--- src/source/refcpu_settings.svh ---
`ifndef REFCPU_SETTINGS_SVH
`define REFCPU_SETTINGS_SVH

// data and address width in bits
`define REFCPU_XLEN 32

// architectural registers, r0 included
`define REFCPU_NREGS 32

// instruction queue entries
// keep to a power of two, pointers wrap naturally
`define REFCPU_IQ_DEPTH 4

// first fetch address after reset
`define REFCPU_RESET_PC 32'hBFC0_0000

`endif

--- src/source/refcpu_pkg.sv ---
`default_nettype none

`include "refcpu_settings.svh"

package refcpu_pkg;

    // basic data and address words
    typedef logic [`REFCPU_XLEN-1:0] word_t;
    typedef logic [`REFCPU_XLEN-1:0] addr_t;

    // register index, 5 bits for 32 registers
    typedef logic [$clog2(`REFCPU_NREGS)-1:0] reg_idx_t;

    // instruction bus request
    // valid held with a fixed addr until data_ok
    typedef struct packed {
        logic  valid;
        addr_t addr;
    } ibus_req_t;

    // instruction bus response, data_ok lasts one cycle
    typedef struct packed {
        logic  data_ok;
        word_t data;
    } ibus_resp_t;

    // data bus request
    typedef struct packed {
        logic  valid;
        logic  wen;
        addr_t addr;
        word_t wdata;
    } dbus_req_t;

    // data bus response
    // rdata only meaningful for loads
    typedef struct packed {
        logic  data_ok;
        word_t rdata;
    } dbus_resp_t;

    // execute unit states
    typedef enum logic [1:0] {
        S_DECODE  = 2'd0,
        S_MEM     = 2'd1,
        S_COMMIT  = 2'd2,
        S_UNKNOWN = 2'd3
    } exec_state_t;

    // anything above this counts as an invalid state
    localparam exec_state_t LAST_EXEC_STATE = S_UNKNOWN;

    // primary opcode, bits 31:26
    typedef enum logic [5:0] {
        OP_SPECIAL = 6'h00,
        OP_ADDIU   = 6'h09,
        OP_LW      = 6'h23,
        OP_SW      = 6'h2b
    } opcode_t;

    // function field of ADDU under OP_SPECIAL
    localparam logic [5:0] FUNCT_ADDU = 6'h21;

endpackage

`default_nettype wire

--- src/source/fetch_handoff_if.sv ---
`timescale 1ns/100ps
`default_nettype none

// one fetched instruction with its pc, four-phase req/ack
interface fetch_handoff_if import refcpu_pkg::*; ();

    // producer holds pc and inst stable while req is high
    logic  req;
    logic  ack;
    addr_t pc;
    word_t inst;

    // side that owns the instruction
    modport producer (
        output req,
        output pc,
        output inst,
        input  ack
    );

    // side that takes it
    // ack only after pc and inst are captured
    modport consumer (
        input  req,
        input  pc,
        input  inst,
        output ack
    );

endinterface

`default_nettype wire

--- src/source/exec_unit.sv ---
`timescale 1ns/100ps
`default_nettype none

`include "refcpu_settings.svh"

module exec_unit import refcpu_pkg::*; (
    input  logic              clk,
    input  logic              resetn,
    fetch_handoff_if.consumer inst_in,
    output dbus_req_t         dreq,
    input  dbus_resp_t        dresp,
    output logic              commit_valid,
    output addr_t             commit_pc,
    output reg_idx_t          commit_rd,
    output word_t             commit_value,
    output logic              halted
);

    exec_state_t state;
    exec_state_t state_n;
    logic        inst_ack;

    // current instruction and load data
    addr_t pc_q;
    word_t inst_q;
    word_t load_q;

    word_t regs [`REFCPU_NREGS];

    // decode fields
    opcode_t    op;
    logic [5:0] funct;
    reg_idx_t   rs;
    reg_idx_t   rt;
    reg_idx_t   rd;
    word_t      simm;
    word_t      rs_val;
    word_t      rt_val;
    word_t      sum_imm;

    // writeback
    reg_idx_t wb_rd;
    word_t    result;
    word_t    wb_value;

    assign op     = opcode_t'(inst_q[31:26]);
    assign funct  = inst_q[5:0];
    assign rs     = inst_q[25:21];
    assign rt     = inst_q[20:16];
    assign rd     = inst_q[15:11];
    assign simm   = {{16{inst_q[15]}}, inst_q[15:0]};
    assign rs_val = regs[rs];
    assign rt_val = regs[rt];

    // ADDIU sum and LW/SW effective address
    assign sum_imm = rs_val + simm;

    // SW leaves the destination at r0
    always_comb begin
        wb_rd  = '0;
        result = '0;
        case (op)
            OP_SPECIAL: begin
                wb_rd  = rd;
                result = rs_val + rt_val;
            end
            OP_ADDIU: begin
                wb_rd  = rt;
                result = sum_imm;
            end
            OP_LW: begin
                wb_rd  = rt;
                result = load_q;
            end
            default: ;
        endcase
    end

    // r0 writes report zero
    assign wb_value = (wb_rd == '0) ? '0 : result;

    // next state decoded once the handoff has completed
    always_comb begin
        state_n = state;
        case (state)
            S_DECODE: begin
                if (inst_ack && !inst_in.req) begin
                    case (op)
                        OP_SPECIAL: state_n = (funct == FUNCT_ADDU) ? S_COMMIT : S_UNKNOWN;
                        OP_ADDIU:   state_n = S_COMMIT;
                        OP_LW,
                        OP_SW:      state_n = S_MEM;
                        default:    state_n = S_UNKNOWN;
                    endcase
                end
            end
            S_MEM: begin
                if (dresp.data_ok)
                    state_n = S_COMMIT;
            end
            S_COMMIT: state_n = S_DECODE;
            default:  state_n = S_UNKNOWN;
        endcase

        // invalid state ends in halt
        if (state_n > LAST_EXEC_STATE)
            state_n = S_UNKNOWN;
    end

    always_ff @(posedge clk) begin
        if (resetn) begin
            state    <= S_DECODE;
            inst_ack <= 1'b0;
        end else begin
            state <= state_n;
            // four-phase consumer that only listens in DECODE
            if (state == S_DECODE) begin
                if (!inst_ack && inst_in.req)
                    inst_ack <= 1'b1;
                else if (inst_ack && !inst_in.req)
                    inst_ack <= 1'b0;
            end
        end
    end

    always_ff @(posedge clk) begin
        if (state == S_DECODE && !inst_ack && inst_in.req) begin
            pc_q   <= inst_in.pc;
            inst_q <= inst_in.inst;
        end
        if (state == S_MEM && dresp.data_ok)
            load_q <= dresp.rdata;
    end

    // r0 cleared in reset and rewritten with zero
    always_ff @(posedge clk) begin
        if (resetn)
            regs[0] <= '0;
        else if (state == S_COMMIT)
            regs[wb_rd] <= wb_value;
    end

    assign inst_in.ack = inst_ack;

    // data bus held through MEM until data_ok
    assign dreq.valid = (state == S_MEM);
    assign dreq.wen   = (op == OP_SW);
    assign dreq.addr  = sum_imm;
    assign dreq.wdata = rt_val;

    // retirement checkpoint
    assign commit_valid = (state == S_COMMIT);
    assign commit_pc    = pc_q;
    assign commit_rd    = wb_rd;
    assign commit_value = wb_value;
    assign halted       = (state == S_UNKNOWN);

    // r0 survives every writeback
    a_r0_zero: assert property (@(posedge clk) disable iff (resetn)
        regs[0] == '0);

    // only a load or store reaches the data bus
    a_dreq_in_mem: assert property (@(posedge clk) disable iff (resetn)
        dreq.valid |-> op == OP_LW || op == OP_SW);

endmodule

`default_nettype wire

--- src/source/fetch_unit.sv ---
`timescale 1ns/100ps
`default_nettype none

`include "refcpu_settings.svh"

module fetch_unit import refcpu_pkg::*; (
    input  logic              clk,
    input  logic              resetn,
    output ibus_req_t         ireq,
    input  ibus_resp_t        iresp,
    fetch_handoff_if.producer handoff
);

    // request -> wait data -> handoff -> wait ack low
    typedef enum logic [1:0] {
        F_REQUEST      = 2'd0,
        F_WAIT_DATA    = 2'd1,
        F_HANDOFF      = 2'd2,
        F_WAIT_ACK_LOW = 2'd3
    } fetch_state_t;

    fetch_state_t state;
    addr_t        fetch_pc;
    word_t        inst_q;

    // bus request only while waiting for the word
    assign ireq.valid = (state == F_WAIT_DATA);
    assign ireq.addr  = fetch_pc;

    // pc still points at the fetched word during the handoff
    assign handoff.req  = (state == F_HANDOFF);
    assign handoff.pc   = fetch_pc;
    assign handoff.inst = inst_q;

    always_ff @(posedge clk) begin
        if (resetn) begin
            state    <= F_REQUEST;
            fetch_pc <= `REFCPU_RESET_PC;
        end else begin
            case (state)
                // one idle cycle so valid drops between requests
                F_REQUEST: state <= F_WAIT_DATA;
                F_WAIT_DATA: begin
                    if (iresp.data_ok)
                        state <= F_HANDOFF;
                end
                // full queue stalls us here by holding back ack
                F_HANDOFF: begin
                    if (handoff.ack) begin
                        state    <= F_WAIT_ACK_LOW;
                        fetch_pc <= fetch_pc + 32'd4;
                    end
                end
                F_WAIT_ACK_LOW: begin
                    if (!handoff.ack)
                        state <= F_REQUEST;
                end
                default: state <= F_REQUEST;
            endcase
        end
    end

    // word latched as the bus answers
    always_ff @(posedge clk) begin
        if (state == F_WAIT_DATA && iresp.data_ok)
            inst_q <= iresp.data;
    end

    // address held until the bus answers
    a_ireq_addr_stable: assert property (@(posedge clk) disable iff (resetn)
        ireq.valid && !iresp.data_ok |=> ireq.valid && $stable(ireq.addr));

    // four-phase rule toward the queue
    a_req_held_until_ack: assert property (@(posedge clk) disable iff (resetn)
        handoff.req && !handoff.ack |=> handoff.req);

endmodule

`default_nettype wire

--- src/source/inst_queue.sv ---
`timescale 1ns/100ps
`default_nettype none

`include "refcpu_settings.svh"

module inst_queue import refcpu_pkg::*; (
    input  logic              clk,
    input  logic              resetn,
    fetch_handoff_if.consumer in_port,
    fetch_handoff_if.producer out_port
);

    localparam int DEPTH = `REFCPU_IQ_DEPTH;
    localparam int PTR_W = $clog2(DEPTH);
    localparam int CNT_W = $clog2(DEPTH + 1);

    // entry storage
    addr_t pc_mem   [DEPTH];
    word_t inst_mem [DEPTH];

    logic [PTR_W-1:0] wr_ptr;
    logic [PTR_W-1:0] rd_ptr;
    logic [CNT_W-1:0] count;

    // one handshake engine per side
    logic in_ack;
    logic out_req;

    logic full;
    logic empty;
    logic push;
    logic pop;

    assign full  = (count == CNT_W'(DEPTH));
    assign empty = (count == '0);

    // new transfer is req high while our ack is still low
    assign push = in_port.req && !in_ack && !full;
    assign pop  = out_req && out_port.ack;

    assign in_port.ack = in_ack;

    // head entry stays stable while req is up
    assign out_port.req  = out_req;
    assign out_port.pc   = pc_mem[rd_ptr];
    assign out_port.inst = inst_mem[rd_ptr];

    always_ff @(posedge clk) begin
        if (push) begin
            pc_mem[wr_ptr]   <= in_port.pc;
            inst_mem[wr_ptr] <= in_port.inst;
        end
    end

    always_ff @(posedge clk) begin
        if (resetn) begin
            wr_ptr  <= '0;
            rd_ptr  <= '0;
            count   <= '0;
            in_ack  <= 1'b0;
            out_req <= 1'b0;
        end else begin
            // ack goes up the cycle after capture
            if (push) begin
                wr_ptr <= wr_ptr + 1'b1;
                in_ack <= 1'b1;
            end else if (in_ack && !in_port.req) begin
                in_ack <= 1'b0;
            end

            // next entry offered only once ack is low
            if (pop) begin
                rd_ptr  <= rd_ptr + 1'b1;
                out_req <= 1'b0;
            end else if (!out_req && !out_port.ack && !empty) begin
                out_req <= 1'b1;
            end

            case ({push, pop})
                2'b10:   count <= count + 1'b1;
                2'b01:   count <= count - 1'b1;
                default: count <= count;
            endcase
        end
    end

    // occupancy never passes the depth so no push lands on a full queue
    a_no_push_full: assert property (@(posedge clk) disable iff (resetn)
        count <= CNT_W'(DEPTH));

    // never offer an entry we do not hold
    a_no_pop_empty: assert property (@(posedge clk) disable iff (resetn)
        out_port.req |-> !empty);

endmodule

`default_nettype wire

--- src/source/refcpu_top.sv ---
`timescale 1ns/100ps
`default_nettype none

`include "refcpu_settings.svh"

module refcpu_top import refcpu_pkg::*; (
    input  logic                    clk,
    input  logic                    resetn,
    // instruction bus
    output logic                    ireq_valid,
    output logic [`REFCPU_XLEN-1:0] ireq_addr,
    input  logic                    iresp_data_ok,
    input  logic [`REFCPU_XLEN-1:0] iresp_data,
    // data bus
    output logic                    dreq_valid,
    output logic                    dreq_wen,
    output logic [`REFCPU_XLEN-1:0] dreq_addr,
    output logic [`REFCPU_XLEN-1:0] dreq_wdata,
    input  logic                    dresp_data_ok,
    input  logic [`REFCPU_XLEN-1:0] dresp_rdata,
    // commit checkpoint
    output logic                    commit_valid,
    output logic [`REFCPU_XLEN-1:0] commit_pc,
    output reg_idx_t                commit_rd,
    output logic [`REFCPU_XLEN-1:0] commit_value,
    output logic                    halted
);

    ibus_req_t  ireq;
    ibus_resp_t iresp;
    dbus_req_t  dreq;
    dbus_resp_t dresp;

    fetch_handoff_if fetch_to_queue ();
    fetch_handoff_if queue_to_exec ();

    // flat ports to and from the bus structs
    assign ireq_valid = ireq.valid;
    assign ireq_addr  = ireq.addr;
    assign iresp      = '{data_ok: iresp_data_ok, data: iresp_data};

    assign dreq_valid = dreq.valid;
    assign dreq_wen   = dreq.wen;
    assign dreq_addr  = dreq.addr;
    assign dreq_wdata = dreq.wdata;
    assign dresp      = '{data_ok: dresp_data_ok, rdata: dresp_rdata};

    fetch_unit u_fetch (
        .clk     (clk),
        .resetn  (resetn),
        .ireq    (ireq),
        .iresp   (iresp),
        .handoff (fetch_to_queue.producer)
    );

    inst_queue u_queue (
        .clk      (clk),
        .resetn   (resetn),
        .in_port  (fetch_to_queue.consumer),
        .out_port (queue_to_exec.producer)
    );

    exec_unit u_exec (
        .clk          (clk),
        .resetn       (resetn),
        .inst_in      (queue_to_exec.consumer),
        .dreq         (dreq),
        .dresp        (dresp),
        .commit_valid (commit_valid),
        .commit_pc    (commit_pc),
        .commit_rd    (commit_rd),
        .commit_value (commit_value),
        .halted       (halted)
    );

endmodule

`default_nettype wire

--- config.mk ---
export PLATFORM = sky130hd
export DESIGN_NAME = refcpu_top
export DESIGN_NICKNAME = d
export VERILOG_FILES = /design/src/source/refcpu_pkg.sv /design/src/source/fetch_handoff_if.sv /design/src/source/exec_unit.sv /design/src/source/fetch_unit.sv /design/src/source/inst_queue.sv /design/src/source/refcpu_top.sv
export VERILOG_INCLUDE_DIRS = /design/src /design/src/source
export SDC_FILE = /design/constraint.sdc
export NUM_CORES = 2
export LEC_CHECK = 0
export BUFFER_PORTS_ARGS = -buffer_cell sky130_fd_sc_hd__buf_2
export CORE_MARGIN = 1
export CORE_UTILIZATION = 50
export DETAILED_ROUTE_END_ITERATION = 6
export GPL_TIMING_DRIVEN = 0
export PLACE_DENSITY = 0.69
export REMOVE_ABC_BUFFERS = 1
export SLEW_MARGIN = 10
export SYNTH_ARGS = -nofsm -noshare
export SYNTH_HDL_FRONTEND = slang
export SYNTH_SLANG_ARGS = --single-unit
--- constraint.sdc ---
create_clock -name clk -period 7.1 [get_ports clk]
set_input_delay 0.71 -clock clk [delete_from_list [all_inputs] [get_ports clk]]
set_output_delay 0.71 -clock clk [all_outputs]
set_load 0.02 [all_outputs]
**Word-level counts from Yosys, hierarchy flattened**

Memories as Yosys holds them, arrays and structs flattened. A register that Yosys moved wholly into a read port is not among the register bits.
Cells that the tools add are included.
Widths: inputs -> output; s select.

- Memories: 3
- Flip-flop bits (word level): 110
- RAM bits: 1280
- Output and inout bits: 170

- Eq/ne operators: 16
- $add $sub $neg: 7
- $lt $le $gt $ge: 1
- Reductions and logical operators: 33
- Muxes and demuxes: 28

Memory list:

| memory | words | bits a word | rd ports | clocked after memory_dff | write ports | RTL line | RTL |
|---|---|---|---|---|---|---|---|
| u_exec.regs | 32 | 32 | 2 | 0 | 1 | exec_unit.sv:28 | `` word_t regs [`REFCPU_NREGS]; `` |
| u_queue.inst_mem | 4 | 32 | 1 | 1 | 1 | inst_queue.sv:19 | `word_t inst_mem [DEPTH];` |
| u_queue.pc_mem | 4 | 32 | 1 | 1 | 1 | inst_queue.sv:18 | `addr_t pc_mem [DEPTH];` |

Operator list:

| cell | count |
|---|---|
| $pmux 32 s3 | 1 |
| $add 32x32->32 | 2 |
| $mux 32 | 2 |
| $add 32x3->32 const B | 1 |
| $reduce_or 32->1 | 1 |
| $eq 6x6->1 const B | 3 |
| $mux 1 | 13 |
| $logic_and 1x1->1 | 12 |
| $mux 2 | 6 |
| $pmux 2 s3 | 2 |
| $eq 2x2->1 const B | 5 |
| $pmux 5 s2 | 1 |
| $pmux 2 s4 | 1 |
| $eq 2x1->1 const B | 3 |
| $eq 6x4->1 const B | 1 |
| $logic_not 1->1 | 6 |
| $logic_not 6->1 | 1 |
| $pmux 3 s2 | 1 |
| $reduce_bool 2->1 | 3 |
| $reduce_or 2->1 | 3 |
| $logic_not 5->1 | 1 |
| $mux 5 | 1 |
| $add 2x1->2 const B | 2 |
| $logic_not 2->1 | 2 |
| 9 further kinds | 11 |

**Logic depth before layout (Yosys ltp)**

- Word-level depth: 7
- Mapped depth: 17

**Modules after synthesis**

A second synthesis with hierarchy kept.

- Cell total of the unflattened synthesis: 3400
- Area total of the unflattened synthesis: 67095.6 um^2

By module, submodules not included:

| module | times used | area each (um^2) | cells an instance |
|---|---|---|---|
| exec_unit | 1 | 54538.6 | 2759 |
| inst_queue | 1 | 9736.8 | 391 |
| fetch_unit | 1 | 2820.2 | 250 |

**Worst setup path before layout**

Ideal clock, no wire load.

- Path kind: register -> register
- Start: register u_queue.out_req (netlist: u_queue.out_port.req)
- End: register u_exec.pc_q[10] (netlist: u_exec.commit_pc[10]) (read register of u_queue.pc_mem), enable pin
- Slack: 0.087 ns
- Required time: 6.465 ns
- Path buffers: 0
- Period minus slack after synthesis: 7.013 ns
- Setup time: 0.635 ns
- Arrival: 6.377 ns
- Cell stages (with the launch flop): 3
- Path through: dfxtp_1 inv_1 nor4_1

- Word-level cells in the longest chain between the ends: 1

RTL lines:

| what | RTL line | RTL |
|---|---|---|
| start, declared | inst_queue.sv:27 | `logic out_req;` |
| start signal, assigned | inst_queue.sv:61 | `out_req <= 1'b0;` |
| start signal, assigned | inst_queue.sv:74 | `out_req <= 1'b0;` |
| start signal, assigned | inst_queue.sv:76 | `out_req <= 1'b1;` |
| $logic_and 1x1->1 | exec_unit.sv:127 | `if (state == S_DECODE && !inst_ack && inst_in.req) begin` |
| end, declared | exec_unit.sv:24 | `addr_t pc_q;` |

No other way between the ends.
A chain may end at the register's enable or synchronous reset.

**Worst setup path after layout**

- Start: register u_exec.inst_q[21] (read register of u_queue.inst_mem)
- End: output commit_value[6]

- Word-level cells in the longest chain between the ends: 4

RTL lines:

| what | RTL line | RTL |
|---|---|---|
| start, declared | exec_unit.sv:25 | `word_t inst_q;` |
| $mem_v2 32x32 (*) | -- |  |
| $add 32x32->32 (on tied branches) | exec_unit.sv:56, exec_unit.sv:65 |  |
| $pmux 32 s3 (*) | exec_unit.sv:62 | `case (op)` |
| $mux 32 (*) | exec_unit.sv:80 | `assign wb_value = (wb_rd == '0) ? '0 : result;` |
| end, declared | refcpu_top.sv:25 | `` output logic [`REFCPU_XLEN-1:0] commit_value, `` |

Mark *: on every way between the ends. The rest lies on a longest branch, timed or not.

==> flow_metrics.py <==
metrics = {
    "layout": {
        "multi_input_area_mm2": 0.0233,
        "final_layout_size_suffix_gt1_share_pct": 41.6,
        "nets": 3963,
        "layout.filler_cells": 8993,
        "area.sequential_mm2": 0.0429,
        "area_delta_synth_final_pct": 21.1,
        "final_design_area_no_fill_mm2": 0.0803,
    },
    "worst_hold_path": {
        "hold_end": "u_fetch.handoff.inst[28]",
        "whs_path_depth": 1,
        "worst_min_delay_path_class": "primary input to flip-flop",
        "hold_wc_startpoint": "iresp_data[28]",
    },
    "synth": {
        "yosys-top-cells-area": "sky130_fd_sc_hd__edfxtp_1, sky130_fd_sc_hd__mux4_2, sky130_fd_sc_hd__ha_1",
        "yosysTopAreaCell": "sky130_fd_sc_hd__edfxtp_1",
        "syn_inst": 3364,
        "yosysWarningCount": 0,
        "synth_compound_area_share_pct": 3.12,
        "synthDominantCellAreaShare_pct": 63.3,
        "combinational_family_with_the_most_area_after_synthesis": "multiplexers",
        "postSynth.asyncResetShare_pct": 0,
        "yosys.area_share.simple_pct": 3.28,
        "synth_top_cells_by_count": "sky130_fd_sc_hd__edfxtp_1, sky130_fd_sc_hd__mux4_2, sky130_fd_sc_hd__nor2_1",
        "synth-seq-area-share_pct": 64.7,
        "synth.avg_cell_area_um2": 19.7,
        "syn_area_mm2": 0.0663,
        "yosysUniqueCellTypes": 79,
        "post-synth-top-count-cell": "sky130_fd_sc_hd__edfxtp_1",
        "synth_seq_cells": 1442,
        "synthXorXnorAreaFrac_pct": 0.951,
        "synth_edf_count": 1398,
        "synth.mux.area_fraction_pct": 25.0,
        "yosys_most_used_dff": "sky130_fd_sc_hd__edfxtp_1",
        "yosys.area_share.adder_pct": 1.53,
    },
    "drt": {
        "wl_met2_um": 89300,
        "met3RoutedLength_um": 23600,
        "dr.pass1.iters": 6,
        "final_antenna_net_count": 0,
        "drt_wl_total_um": 194000,
        "drt_drc_violations_left": 0,
        "detailroute.via_count": 39000,
        "routed_metal_1_wirelength_um": 73700,
        "drt-wirelength-per-cell_um": 34.1,
        "via_per_inst": 6.84,
        "highest-signal-layer": "met5",
        "drt_iter0_markers": 5357,
    },
    "die": {
        "floorplan.rows": 133,
        "y_dimension_of_the_die_um": 366,
        "die_w_um": 366,
        "start_util_pct": 50.4,
        "design.die.area_mm2": 0.134,
        "io_pins": 238,
        "design.core.area_mm2": 0.131,
    },
    "sta": {
        "setup-tns-final_ns": 0,
        "relSlewSlack_pct": 7.87,
        "ratio_of_final_minimum_period_to_clock_period_pct": 98.1,
        "min_period_ns": 6.96,
        "final_hold_viol_count": 0,
        "timing.clock.skew_ns": 0.0774,
        "worst_slew_pin_slew_ns": 1.38,
        "setup_violating_endpoint_count_in_the_final_report": 0,
        "max_clock_freq_mhz": 144,
        "slew_viols_final": 0,
    },
    "power_and_ir_drop": {
        "vdd_ir_drop_max_mv": 0.259,
        "clock_network_fraction_of_total_power_pct": 36.9,
        "post_layout_power_mw": 22.4,
        "pwr-share-seq_pct": 43.4,
        "switchingPower_mw": 6.11,
        "power.static_leakage_nw": 23.8,
        "int_pwr_mw": 16.2,
        "p_per_area_mw_per_mm2": 278,
        "power_switching_share_pct": 27.3,
        "share_of_power_burned_in_combinational_logic_pct": 19.7,
    },
    "clock_tree": {
        "ctsLongestPathBuffers": 3,
        "cts.root.buffer_cell": "sky130_fd_sc_hd__clkbuf_16",
        "tritoncts": "done",
        "clk_lat_worst_skew_ns": 0.83,
        "cts_inserted_buffers": 150,
        "cts_hold_buffers": 0,
        "cts.htree.levels": 4,
        "clock_transition_time_at_the_flip_flop_clock_pins_of_the_worst_setup_and_hold_paths_ns": 0.06,
        "cts.sink_count": 1442,
    },
    "placed_design": {
        "placedInstanceArea_mm2": 0.0742,
        "finalWeightedCongestion": 0.949,
        "placed_wire_length_estimate_um": 135000,
        "numPortBuffers": 233,
    },
    "grt": {
        "grt.overflow.total": 0,
        "globalRouteTotalUtil_pct": 29.0,
        "grt_pass1_wl_um": 276000,
        "antenna_found_initial": 10,
        "grt_max_degree": 49,
        "vias_in_the_first_global_route": 39000,
    },
    "critical_path": {
        "timing.setup.critical_path_class": "flip-flop to output port",
        "worstPathBufferInverterCount": 6,
        "timing.critical_path.to_type": "output port",
        "regToRegStartpoint": "u_exec.inst_q[16]",
        "worstPathMaxFanout": 18,
        "arrival_ns": 6.25,
        "max_stage_delay_ns": 0.65,
        "timing.critical_path.required_ns": 6.39,
        "worst_path_most_repeated_cell": "sky130_fd_sc_hd__mux4_2",
        "path_cells": "buf_6 > buf_4 > buf_8 > buf_16 > mux4_2 > mux4_2 > mux2_2 > ha_1 > inv_1 > fa_1 > nor2b_1 > o2111ai_2 > a21boi_0 > nor2_2 > a222oi_1 > nor2_1 > buf_2",
        "critPathLaunchType": "flip-flop",
        "critPathSlowestCell": "sky130_fd_sc_hd__nor2_1",
        "worst_r2r_endpoint": "u_exec.regs[7][12]",
        "critical-path-top-delay-family": "multiplexers",
        "setup.reg_to_reg.worst_slack_ns": 0.77,
        "reg2regPathDepth": 17,
    },
    "outcome": {
        "outcome": "complete, no violations",
    },
    "run": {
        "max_cap_viol_count": 0,
    },
}
kinds of logic (layout without fill, tap and decap cells):
family | count (synthesis) | after routing
DFF | 1442 | 1442
muxes | 775 | 775
and+or+nand+nor | 439 | 439
AOI/OAI and AO/OA | 307 | 307
buffers and inverters | 249 | 823
adders and majority gates | 79 | 79
xor gates and xnor gates | 72 | 72
other | 1 | 5
area by class of cell:
cell class,count,share of cell area (%)
clock inverters,87,1.58
diodes,1,0.00312
clock buffers,190,4.90
repair buffers,507,8.13
flip-flops and latches,1442,53.4
multi-input cells,1676,29.1
well taps,1755,2.73
inverters,39,0.198
cells in the final DEF (no fill, tap or decap), drive strengths merged, types with 6 or more instances in the layout:
master	n
a211oi	19
a21o	30
a21oi	95
a221oi	9
a222oi	11
a22oi	7
a31oi	13
and2	30
and3	22
and4	10
buf	504
bufinv	22
clkbuf	191
clkinv	60
dfxtp	44
edfxtp	1398
ha	76
inv	42
mux2	61
mux2i	19
mux4	695
nand2	75
nand2b	13
nand3	29
nand3b	7
nand4	25
nor2	153
nor2b	9
nor3	32
o21a	11
o21ai	46
o31ai	6
or2	6
or3	11
xnor2	41
xor2	31
power groups by stage:
stage | clock [mW] | combinational (mW) | sequential [mW]
global route | 8.63 | 4.58 | 9.72
detailed placement | 0 | 4.14 | 9.89
floorplan | 0 | 2.09 | 10.3
global placement | 0 | 3.14 | 10.8
finish | 8.24 | 4.41 | 9.71
CTS | 8.31 | 4.33 | 9.70
repair_timing:
action	4_1_cts	5_1_grt
pin swaps	21	11
gates resized for setup	95	28
buffers inserted	33	8
gates cloned	2	1
endpoints found under the setup margin	89	23
registers in the layout, indices dropped and copies added, names as in the netlist, 3 cells and up:
name / count
u_exec.commit_pc: 30
u_exec.inst_q: 32
u_exec.load_q: 32
u_exec.regs: 1024
u_fetch.handoff.inst: 32
u_fetch.handoff.pc: 30
u_queue.count: 3
u_queue.inst_mem: 128
u_queue.pc_mem: 120
routing by layer:
layer / track usage (%) / vias to the layer above
met1: 40.1 / 20500
met3: 8.68 / 488
met4: 10.7 / 12
met2: 44.0 / 2603
li1: - / 15400
met5: 0 / -
through the flow:
stage               std cells  hold slack, ns  worst slack, ns  utilization, %
finish                   5697          0.0703            0.136            61.1
global route             5696          0.0372          -0.0126            61.1
CTS                      5688          0.0134          0.00567            60.9
detailed placement       5380           0.483           -0.708            56.5
global placement         5145           0.473           -14.11            52.3
floorplan                3157           0.459            -7.79               -
worst reg2reg max path, cell delays in order (launching register included):
cell and delay [ns]:
sky130_fd_sc_hd__edfxtp_1 0.40, sky130_fd_sc_hd__buf_12 0.13, sky130_fd_sc_hd__buf_6 0.17, sky130_fd_sc_hd__buf_12 0.18, sky130_fd_sc_hd__buf_16 0.18, sky130_fd_sc_hd__mux4_2 0.55, sky130_fd_sc_hd__mux4_2 0.49, sky130_fd_sc_hd__mux2_2 0.32
sky130_fd_sc_hd__ha_1 0.29, sky130_fd_sc_hd__fa_2 0.44, sky130_fd_sc_hd__a211oi_2 0.25, sky130_fd_sc_hd__o21ai_1 0.17, sky130_fd_sc_hd__a21oi_2 0.33, sky130_fd_sc_hd__o21ai_0 0.27, sky130_fd_sc_hd__xor2_1 0.28, sky130_fd_sc_hd__nand2_1 0.09
sky130_fd_sc_hd__a21oi_1 0.57, sky130_fd_sc_hd__and2_1 0.84
worst max path at each step:
stage                       from                  end  cells past startpoint
2_1_floorplan  u_exec.inst_q[21]   u_exec.regs[0][14]                     12
3_3_place_gp   u_exec.inst_q[16]  u_exec.regs[12][14]                     13
3_5_place_dp   u_exec.inst_q[21]     commit_value[29]                     22
4_1_cts        u_exec.inst_q[17]     commit_value[29]                     20
5_1_grt        u_exec.inst_q[16]     commit_value[15]                     19
6_report       u_exec.inst_q[21]      commit_value[6]                     17
No activity file was read; power rests on OpenSTA's default activity.
